### src/rtl/ppu_types_pkg.sv
`default_nettype none

package ppu_types_pkg;

  // ====================
  // VRAM side
  // ====================

  // Byte address into the 8 KB video RAM
  typedef logic [12:0] vram_addr_t;

  // One VRAM byte
  typedef logic [7:0] vram_data_t;

  // ====================
  // Pixel side
  // ====================

  // Background color index, before palette
  typedef logic [1:0] gb_color_t;

  // Shade after palette lookup
  typedef logic [1:0] shade_t;

  // Four 2-bit fields, field n is the shade for color n
  typedef logic [7:0] palette_t;

  // Pixel position within a line
  typedef logic [7:0] pixel_count_t;

  // Scroll registers and line number
  typedef logic [7:0] scroll_t;

endpackage

`default_nettype wire

### src/rtl/ppu_util_pkg.sv
`default_nettype none

package ppu_util_pkg;

  import ppu_types_pkg::*;

  // ====================
  // Tile geometry
  // ====================

  // One tile row is eight pixels wide
  localparam int FIFO_DEPTH = 8;
  // Two plane bytes per row, eight rows
  localparam int TILE_BYTES = 16;

  // Background map bases
  localparam vram_addr_t MAP_BASE_0 = 13'h1800;
  localparam vram_addr_t MAP_BASE_1 = 13'h1C00;
  // Tile 0 of the signed addressing mode
  localparam vram_addr_t SIGNED_DATA_BASE = 13'h1000;

  // ====================
  // Decode helpers
  // ====================

  // Merge plane bytes into eight color indices
  // Element FIFO_DEPTH-1 is the leftmost pixel (bit 7)
  function automatic gb_color_t [FIFO_DEPTH-1:0] decode_tile_row(input vram_data_t lo,
                                                                 input vram_data_t hi);
    gb_color_t [FIFO_DEPTH-1:0] row;
    for (int i = 0; i < FIFO_DEPTH; i++) begin
      // High plane supplies the upper index bit
      row[i] = {hi[i], lo[i]};
    end
    return row;
  endfunction

  // Color index to shade through the palette register
  function automatic shade_t apply_palette(input gb_color_t color, input palette_t pal);
    return pal[{color, 1'b0} +: 2];
  endfunction

endpackage

`default_nettype wire

### src/rtl/bg_tile_fetcher.sv
`default_nettype none

module bg_tile_fetcher (
  input  logic                                                  clk,
  input  logic                                                  reset,
  input  logic                                                  flush,
  input  ppu_types_pkg::scroll_t                                ly,
  input  ppu_types_pkg::scroll_t                                scx,
  input  ppu_types_pkg::scroll_t                                scy,
  input  logic                                                  map_sel,
  input  logic                                                  data_sel,
  output logic                                                  vram_rd,
  output ppu_types_pkg::vram_addr_t                             vram_addr,
  input  ppu_types_pkg::vram_data_t                             vram_data,
  input  logic                                                  fifo_empty,
  output logic                                                  fifo_write_en,
  output ppu_types_pkg::gb_color_t [ppu_util_pkg::FIFO_DEPTH-1:0] fifo_write_data
);

  import ppu_types_pkg::*;
  import ppu_util_pkg::*;

  typedef enum logic [2:0] {
    st_idle,
    st_map,
    st_data_lo,
    st_data_hi,
    st_push
  } fetch_state_t;

  fetch_state_t state;
  // Second cycle of a read, data on the bus
  logic         rd_wait;
  // Tile position counted from the line start
  logic [4:0]   tile_idx;
  vram_data_t   tile_num;
  vram_data_t   plane_lo;
  vram_data_t   plane_hi;
  scroll_t      line_y;
  logic [4:0]   tile_col;
  logic [3:0]   row_off;
  vram_addr_t   map_addr;
  vram_addr_t   data_addr;

  // ====================
  // Address generation
  // ====================

  // Background line, wraps at 256
  assign line_y   = ly + scy;
  // Column wraps at 32 tiles
  assign tile_col = scx[7:3] + tile_idx;
  assign map_addr = (map_sel ? MAP_BASE_1 : MAP_BASE_0) + vram_addr_t'({line_y[7:3], tile_col});

  // Fine row and plane select
  assign row_off = {line_y[2:0], state == st_data_hi};

  always_comb begin
    if (data_sel) begin
      // Unsigned tile numbers from 0x0000
      data_addr = vram_addr_t'(tile_num * TILE_BYTES) + vram_addr_t'(row_off);
    end else begin
      // Signed tile numbers around 0x1000, wraps in 13 bits
      data_addr = SIGNED_DATA_BASE + vram_addr_t'($signed(tile_num) * TILE_BYTES)
                + vram_addr_t'(row_off);
    end
  end

  assign vram_addr = (state == st_map) ? map_addr : data_addr;
  assign vram_rd   = !rd_wait && (state == st_map || state == st_data_lo || state == st_data_hi);

  // Push only into an empty FIFO
  assign fifo_write_en   = (state == st_push) && fifo_empty;
  assign fifo_write_data = decode_tile_row(plane_lo, plane_hi);

  // ====================
  // Fetch FSM
  // ====================

  always_ff @(posedge clk or posedge reset) begin
    if (reset) begin
      state    <= st_idle;
      rd_wait  <= 1'b0;
      tile_idx <= '0;
    end else if (flush) begin
      // New line restarts at the first map entry
      state    <= st_map;
      rd_wait  <= 1'b0;
      tile_idx <= '0;
    end else begin
      case (state)
        st_idle: begin
          // Wait for the first line
        end
        st_map, st_data_lo, st_data_hi: begin
          rd_wait <= !rd_wait;
          if (rd_wait) begin
            case (state)
              st_map:     state <= st_data_lo;
              st_data_lo: state <= st_data_hi;
              default:    state <= st_push;
            endcase
          end
        end
        st_push: begin
          if (fifo_empty) begin
            state    <= st_map;
            tile_idx <= tile_idx + 5'd1;
          end
        end
        default: state <= st_idle;
      endcase
    end
  end

  // Capture read data in the second cycle of each read
  always_ff @(posedge clk) begin
    if (rd_wait) begin
      case (state)
        st_map:     tile_num <= vram_data;
        st_data_lo: plane_lo <= vram_data;
        st_data_hi: plane_hi <= vram_data;
        default: begin
        end
      endcase
    end
  end

endmodule

`default_nettype wire

### src/rtl/pixel_fifo.sv
`default_nettype none

module pixel_fifo (
  input  logic                                                  clk,
  input  logic                                                  reset,
  input  logic                                                  flush,
  input  logic                                                  write_en,
  input  ppu_types_pkg::gb_color_t [ppu_util_pkg::FIFO_DEPTH-1:0] write_data,
  output ppu_types_pkg::gb_color_t [ppu_util_pkg::FIFO_DEPTH-1:0] read_data,
  output logic                                                  empty,
  output logic                                                  full,
  input  logic                                                  read_en
);

  import ppu_types_pkg::*;
  import ppu_util_pkg::*;

  // Count runs 0 or FIFO_DEPTH
  localparam int CW = $clog2(FIFO_DEPTH + 1);

  gb_color_t [FIFO_DEPTH-1:0] buffer;
  logic [CW-1:0]              count;

  logic do_write;
  logic do_read;

  // Bulk write needs an empty FIFO
  assign do_write = write_en && empty;
  // Whole-row read
  assign do_read  = read_en && !empty;

  // ====================
  // Row storage
  // ====================

  always_ff @(posedge clk or posedge reset) begin
    if (reset) begin
      buffer <= '0;
    end else if (flush) begin
      buffer <= '0;
    end else if (do_write) begin
      // All eight pixels in one cycle
      buffer <= write_data;
    end
  end

  // Row stays readable until the next write
  assign read_data = buffer;

  // ====================
  // Occupancy
  // ====================

  always_ff @(posedge clk or posedge reset) begin
    if (reset) begin
      count <= '0;
    end else if (flush) begin
      count <= '0;
    end else if (do_write) begin
      count <= CW'(FIFO_DEPTH);
    end else if (do_read) begin
      // One read drains the row
      count <= '0;
    end
  end

  assign empty = (count == '0);
  assign full  = (count == CW'(FIFO_DEPTH));

endmodule

`default_nettype wire

### src/rtl/pixel_shifter.sv
`default_nettype none

module pixel_shifter #(
  parameter int LINE_WIDTH = 160
) (
  input  logic                                                  clk,
  input  logic                                                  reset,
  input  logic                                                  flush,
  input  logic [2:0]                                            scx_fine,
  input  ppu_types_pkg::palette_t                               bgp,
  output logic                                                  fifo_read_en,
  input  ppu_types_pkg::gb_color_t [ppu_util_pkg::FIFO_DEPTH-1:0] fifo_read_data,
  input  logic                                                  fifo_empty,
  output logic                                                  pixel_valid,
  output ppu_types_pkg::shade_t                                 pixel_shade,
  output logic                                                  line_done
);

  import ppu_types_pkg::*;
  import ppu_util_pkg::*;

  localparam int CW = $clog2(FIFO_DEPTH + 1);

  gb_color_t [FIFO_DEPTH-1:0] row;
  // Pixels still in the row register
  logic [CW-1:0]              row_left;
  // Fine-scroll pixels still to drop
  logic [2:0]                 discard;
  logic                       first_row;
  logic                       active;
  pixel_count_t               pix_count;
  logic                       last_pix;
  logic                       shift_en;
  logic                       at_last;

  // Ask for a row once the current one is used up
  assign fifo_read_en = active && (row_left == '0) && !fifo_empty;
  assign shift_en     = active && (row_left != '0);
  assign at_last      = (pix_count == pixel_count_t'(LINE_WIDTH - 1));

  // ====================
  // Line control
  // ====================

  always_ff @(posedge clk or posedge reset) begin
    if (reset) begin
      active      <= 1'b0;
      first_row   <= 1'b0;
      row_left    <= '0;
      discard     <= '0;
      pix_count   <= '0;
      pixel_valid <= 1'b0;
      last_pix    <= 1'b0;
      line_done   <= 1'b0;
    end else if (flush) begin
      // Line restart, any row in flight is dropped
      active      <= 1'b1;
      first_row   <= 1'b1;
      row_left    <= '0;
      discard     <= '0;
      pix_count   <= '0;
      pixel_valid <= 1'b0;
      last_pix    <= 1'b0;
      line_done   <= 1'b0;
    end else begin
      pixel_valid <= 1'b0;
      last_pix    <= 1'b0;
      // Done one cycle after the final pixel
      line_done   <= last_pix;
      if (fifo_read_en) begin
        row_left  <= CW'(FIFO_DEPTH);
        first_row <= 1'b0;
        // Scroll settings are stable by the first load
        if (first_row) begin
          discard <= scx_fine;
        end
      end else if (shift_en) begin
        row_left <= row_left - 1'b1;
        if (discard != '0) begin
          // Hidden scroll pixel, no strobe
          discard <= discard - 1'b1;
        end else begin
          pixel_valid <= 1'b1;
          pix_count   <= pix_count + 1'b1;
          if (at_last) begin
            last_pix <= 1'b1;
            active   <= 1'b0;
          end
        end
      end
    end
  end

  // ====================
  // Row and shade path
  // ====================

  always_ff @(posedge clk) begin
    if (fifo_read_en) begin
      row <= fifo_read_data;
    end else if (shift_en) begin
      // Leftmost pixel out of the top element
      row         <= {row[FIFO_DEPTH-2:0], gb_color_t'(0)};
      pixel_shade <= apply_palette(row[FIFO_DEPTH-1], bgp);
    end
  end

endmodule

`default_nettype wire

### src/rtl/bg_pixel_pipe.sv
`default_nettype none

module bg_pixel_pipe #(
  parameter int LINE_WIDTH = 160
) (
  input  logic                       clk,
  input  logic                       reset,
  input  logic                       line_start,
  input  ppu_types_pkg::scroll_t     ly,
  input  ppu_types_pkg::scroll_t     scx,
  input  ppu_types_pkg::scroll_t     scy,
  input  logic                       map_sel,
  input  logic                       data_sel,
  input  ppu_types_pkg::palette_t    bgp,
  output logic                       vram_rd,
  output ppu_types_pkg::vram_addr_t  vram_addr,
  input  ppu_types_pkg::vram_data_t  vram_data,
  output logic                       pixel_valid,
  output ppu_types_pkg::shade_t      pixel_shade,
  output logic                       line_done
);

  import ppu_types_pkg::*;
  import ppu_util_pkg::*;

  // Settings held for the whole line
  scroll_t  ly_q;
  scroll_t  scx_q;
  scroll_t  scy_q;
  logic     map_sel_q;
  logic     data_sel_q;
  palette_t bgp_q;

  logic                       flush;
  logic                       fifo_write_en;
  logic                       fifo_read_en;
  logic                       fifo_empty;
  gb_color_t [FIFO_DEPTH-1:0] fifo_write_data;
  gb_color_t [FIFO_DEPTH-1:0] fifo_read_data;

  // Line start restarts the whole pipe
  assign flush = line_start;

  always_ff @(posedge clk) begin
    if (line_start) begin
      ly_q       <= ly;
      scx_q      <= scx;
      scy_q      <= scy;
      map_sel_q  <= map_sel;
      data_sel_q <= data_sel;
      bgp_q      <= bgp;
    end
  end

  // ====================
  // Fetch, buffer, shift
  // ====================

  bg_tile_fetcher fetcher_i (
    .clk             (clk),
    .reset           (reset),
    .flush           (flush),
    .ly              (ly_q),
    .scx             (scx_q),
    .scy             (scy_q),
    .map_sel         (map_sel_q),
    .data_sel        (data_sel_q),
    .vram_rd         (vram_rd),
    .vram_addr       (vram_addr),
    .vram_data       (vram_data),
    .fifo_empty      (fifo_empty),
    .fifo_write_en   (fifo_write_en),
    .fifo_write_data (fifo_write_data)
  );

  // Full flag not needed, fetcher waits on empty
  pixel_fifo fifo_i (
    .clk        (clk),
    .reset      (reset),
    .flush      (flush),
    .write_en   (fifo_write_en),
    .write_data (fifo_write_data),
    .read_data  (fifo_read_data),
    .empty      (fifo_empty),
    .full       (),
    .read_en    (fifo_read_en)
  );

  pixel_shifter #(
    .LINE_WIDTH (LINE_WIDTH)
  ) shifter_i (
    .clk            (clk),
    .reset          (reset),
    .flush          (flush),
    .scx_fine       (scx_q[2:0]),
    .bgp            (bgp_q),
    .fifo_read_en   (fifo_read_en),
    .fifo_read_data (fifo_read_data),
    .fifo_empty     (fifo_empty),
    .pixel_valid    (pixel_valid),
    .pixel_shade    (pixel_shade),
    .line_done      (line_done)
  );

endmodule

`default_nettype wire

### config.mk
export PLATFORM = sky130hd
export DESIGN_NAME = bg_pixel_pipe
export DESIGN_NICKNAME = d
export VERILOG_FILES = /design/src/rtl/ppu_types_pkg.sv /design/src/rtl/ppu_util_pkg.sv /design/src/rtl/bg_tile_fetcher.sv /design/src/rtl/pixel_fifo.sv /design/src/rtl/pixel_shifter.sv /design/src/rtl/bg_pixel_pipe.sv
export SDC_FILE = /design/constraint.sdc
export NUM_CORES = 1
export LEC_CHECK = 0
export BUFFER_PORTS_ARGS = -buffer_cell sky130_fd_sc_hd__buf_4
export CAP_MARGIN = 20
export CELL_PAD_IN_SITES_DETAIL_PLACEMENT = 0
export CELL_PAD_IN_SITES_GLOBAL_PLACEMENT = 1
export CORE_MARGIN = 2
export CORE_UTILIZATION = 47
export CTS_CLUSTER_SIZE = 10
export DETAILED_ROUTE_END_ITERATION = 6
export MAX_ROUTING_LAYER = met4
export PLACE_DENSITY = 0.85
export SYNTH_ARGS = -nofsm -noshare
export SYNTH_HDL_FRONTEND = slang
export SYNTH_SLANG_ARGS = --single-unit
### constraint.sdc
create_clock -name clk -period 2.1 [get_ports clk]
set_input_delay 0.105 -clock clk [delete_from_list [all_inputs] [get_ports clk]]
set_output_delay 0.105 -clock clk [all_outputs]
set_load 0.01 [all_outputs]
==> flow_metrics.env <==
export IMPL_outcome="finished, violations left"
export IMPL_failing_checks="negative setup slack"
export IMPL_final_min_period_over_clock_period=1.106
export IMPL_finClkSkew_ns=0.007894
export IMPL_rows=38
export IMPL_timing_hold_worst_path_depth=2
export IMPL_dp_cells=626
export IMPL_drt_initial_drc_count=176
export IMPL_pin_count=63
export IMPL_vias=3556
export IMPL_firstDrtPassIters=5
export IMPL_start_kind="flip-flop"
export IMPL_hold_path_class="in2reg"
export IMPL_internal_power_w=0.005771
export IMPL_cellPowerDensity_nw_per_um2=1118
export IMPL_share_of_post_route_cells_with_drive_strength_above_1=0.2509
export IMPL_ys_types=44
export IMPL_die_height_um=109.2
export IMPL_number_of_global_route_vias_before_repair=3779
export IMPL_postSynthRegisterBits=122
export IMPL_dp_worst_setup_slack_ns=0.1926
export IMPL_globalplace_congestion=0.8228
export IMPL_final_net_count=617
export IMPL_grt_pass1_wl_um=17730
export IMPL_die_area_sq_um=11930
export IMPL_worst_setup_hold_path_clk_slew_ns=0.06
export IMPL_switching_share=0.2733
export IMPL_total_number_of_h_tree_levels=4
export IMPL_tritoncts="yes"
export IMPL_multi_input_area_sq_um=1765
export IMPL_route_final_wire_length_um=10570
export IMPL_drt_vias_per_instance=5.037
export IMPL_drt_wirelength_per_cell_um=14.98
export IMPL_reg2reg_depth=6
export IMPL_postLayoutSetupSlackWorst_ns=-0.2223
export IMPL_p_clk_frac=0.363
export IMPL_unrepaired_setup_endpoints_after_global_routing="true"
export IMPL_detail_route_drc_violations=0
export IMPL_portBuffers=62
export IMPL_area_growth_pct=36.49
export IMPL_p_seq_frac=0.409
export IMPL_maxSlewHeadroom=0.5943
export IMPL_slew_violations=0
export IMPL_synth_area_per_cell_sq_um=12.19
export IMPL_num_fill_cells=817
export IMPL_clock_sinks=122
export IMPL_layout_area_seq_sq_um=3433
export IMPL_pin_count_of_the_biggest_net_entering_global_routing=47
export IMPL_crit_required_ns=2.00
export IMPL_ys_warn_count=0
export IMPL_synth_enable_flop_cells=76
export IMPL_syn_nets=491
export IMPL_setup_violations=8
export IMPL_numCtsBuffers=17
export IMPL_critical_path_slowest_cell="edfxtp_1"
export IMPL_grt_overflow_total=0
export IMPL_category_of_the_worst_setup_path_capture_point="output pin"
export IMPL_vdd_ir_drop_max_v=0.0006723
export IMPL_die_x_um=109.2
export IMPL_slew_of_the_pin_with_the_lowest_slew_margin_ns=0.6070
export IMPL_critPathMaxStageDelay_ns=0.38
export IMPL_synth_async_reset_ratio=0.3770
export IMPL_dpl_cell_area_sq_um=5893
export IMPL_worst_ep_arrival_time_ns=2.22
export IMPL_n_antenna_cell=0
export IMPL_min_period_ns=2.322
export IMPL_clkLatencyLatePin_ns=0.52
export IMPL_design_area_sq_um=7104
export IMPL_fmax_mhz=430.6
export IMPL_share_comb_of_total_power=0.229
export IMPL_final_hold_violation_count=0
export IMPL_final_util=0.6554
export IMPL_cp_cell_sequence="ha_2 -> inv_2 -> fa_2 -> nor2b_2 -> o31a_1 -> o21ai_2 -> mux2i_1 -> nand2_1 -> buf_6"
export IMPL_synth_main_ff_cell="edfxtp_1"
export IMPL_starting_density_of_the_core=0.4801
export IMPL_clock_tree_buffer_depth=2
export IMPL_detailedPlacementHpwl_um=6399
export IMPL_maxCapViolations=0
export IMPL_floorplan_core_area_sq_um=10840
export IMPL_switching_power_w=0.002171
export IMPL_globalRouteTotalUtil=0.2055
export IMPL_layoutNonFillerInstCount=706
export IMPL_cts_root_buf="clkbuf_8"
export IMPL_path_max_fanout=2
export IMPL_grt_antenna_before_repair=0
export IMPL_critical_path_class="reg2out"
export IMPL_synth_area_sq_um=5205
export IMPL_yosysSeqAreaShare=0.6596
export IMPL_fin_tns_setup_ns=-0.8943
export IMPL_cellLeakagePower_nw=2.961
export IMPL_synthesis_instances=427
export IMPL_ant_nets=0
==> final timing paths <==
path	startpoint	endpoint	slack, ns
max	ly_q[0]$_DFFE_PP_	vram_addr[8]	-0.22
min in group asynchronous	reset	fetcher_i.tile_idx[2]$_DFFE_PP0P_	0.29
max reg2reg	shifter_i.row_left[0]$_DFFE_PP0P_	shifter_i.row[0]$_SDFFCE_PP0P_	0.29
min reg2reg	shifter_i.last_pix$_DFF_PP0_	shifter_i.line_done$_DFF_PP0_	0.47
min	line_start	shifter_i.pix_count[0]$_DFFE_PP0P_	0.1
max in group asynchronous	reset	fifo_i.read_data[14]$_DFFE_PP0P_	1.40
==> metal layers <==
layer  vias to the layer above  GRT usage  part of all wire
met3                        15    0.06575             0.040
met4                         0    0.06510             0.011
li1                       1737          -                 -
met2                        72     0.3434              0.52
met5                         -          -                 0
met1                      1732     0.2366              0.43
==> cells in the mapped netlist (2+ instances only) <==
cell       n  area (sq um)
nand2_1   96         360.4
edfxtp_1  76          2282
dfrtp_1   46          1151
nor2_1    32         120.1
a21oi_1   30         150.1
ha_1      17         212.7
inv_1     15         56.30
xor2_1    13         113.9
o21ai_0   11         55.05
xnor2_1   11         96.34
nand4_1    8         50.05
clkbuf_1   6         22.52
nor3_1     6         30.03
a21o_1     5         37.54
and3_1     5         31.28
buf_2      4         20.02
a211o_1    3         26.28
a211oi_1   3         22.52
and2_1     3         18.77
nand2b_1   3         18.77
nor3b_1    3         22.52
a31oi_1    2         12.51
buf_1      2         7.510
buf_4      2         15.01
buf_6      2         22.52
fa_1       2         40.04
mux4_2     2         45.04
nand3_1    2         10.01
nor2b_1    2         12.51
==> layout make-up <==
| type | count | share of cell area |
|---|---|---|
| inverter | 15 | 0.007925 |
| clock inverter | 10 | 0.01585 |
| tap | 140 | 0.02466 |
| multi-input combinational | 274 | 0.2485 |
| timing repair buffer | 123 | 0.1515 |
| clock buffer | 22 | 0.06833 |
| sequential | 122 | 0.4833 |
==> through the flow <==
| step | power, W | hold WS (ns) |
|---|---|---|
| 2_1_floorplan | 0.004307 | 0.2039 |
| 3_3_place_gp | 0.004879 | 0.2835 |
| 3_5_place_dp | 0.004933 | 0.2843 |
| 4_1_cts | 0.007985 | 0.08775 |
| 5_1_grt | 0.008365 | 0.1095 |
| 6_report | 0.007941 | 0.09924 |
==> critical path, delay by kind of cell, from the launching register on <==
family / cells / cell delay, ns
simple gates: 2 / 0.13
buf+inv: 2 / 0.18
flops: 1 / 0.38
compound gates: 2 / 0.39
mux: 1 / 0.19
fa+ha+maj: 2 / 0.41
==> timing repair <==
action | CTS | global route
resized for setup | 23 | 10
hold buffers | 43 | 0
pin swaps | 8 | 14
setup buffers | 4 | 1
endpoints found under the hold margin | 104 | 0
setup endpoints to repair | 9 | 9
==> power groups by stage <==
stage,Clock (W),Sequential [W],Combinational (W)
floorplan,0,0.00324,0.00107
global placement,0,0.00326,0.00162
detailed placement,0,0.00328,0.00165
CTS,0.00294,0.00325,0.00180
global route,0.00306,0.00329,0.00202
finish,0.00288,0.00324,0.00182
==> registers in the layout, summed over array words and instances (netlist names), 2 cells and up <==
register,cells
bgp_q,8
fetcher_i.plane_hi,8
fetcher_i.plane_lo,8
fetcher_i.state,3
fetcher_i.tile_idx,5
fetcher_i.tile_num,8
fifo_i.read_data,16
ly_q,8
scx_q,8
scy_q,8
shifter_i.discard,3
shifter_i.pix_count,8
shifter_i.pixel_shade,2
shifter_i.row,16
shifter_i.row_left,4
==> cells in the final DEF, fill, tap and decap left out, types with 10 or more instances in the layout <==
cell / count
nand2_1: 95
edfxtp_1: 76
buf_4: 75
dfrtp_1: 46
dlygate4sd3_1: 43
nor2_1: 32
a21oi_1: 27
clkbuf_16: 18
xor2_1: 13
inv_1: 11
ha_1: 10
==> kinds of logic (layout without fill, tap and decap cells) <==
family                     Yosys count  after routing  share of synthesized area
AOI/OAI and AO/OA                   59             59                    0.06659
xor gates and xnor gates            24             24                    0.04038
adders and majority gates           19             19                    0.04856
buffers and inverters               31            170                    0.02764
DFF                                122            122                     0.6596
muxes                                3              3                    0.01058
and+or+nand+nor                    169            169                     0.1466
No activity file was read; power rests on OpenSTA's default activity.
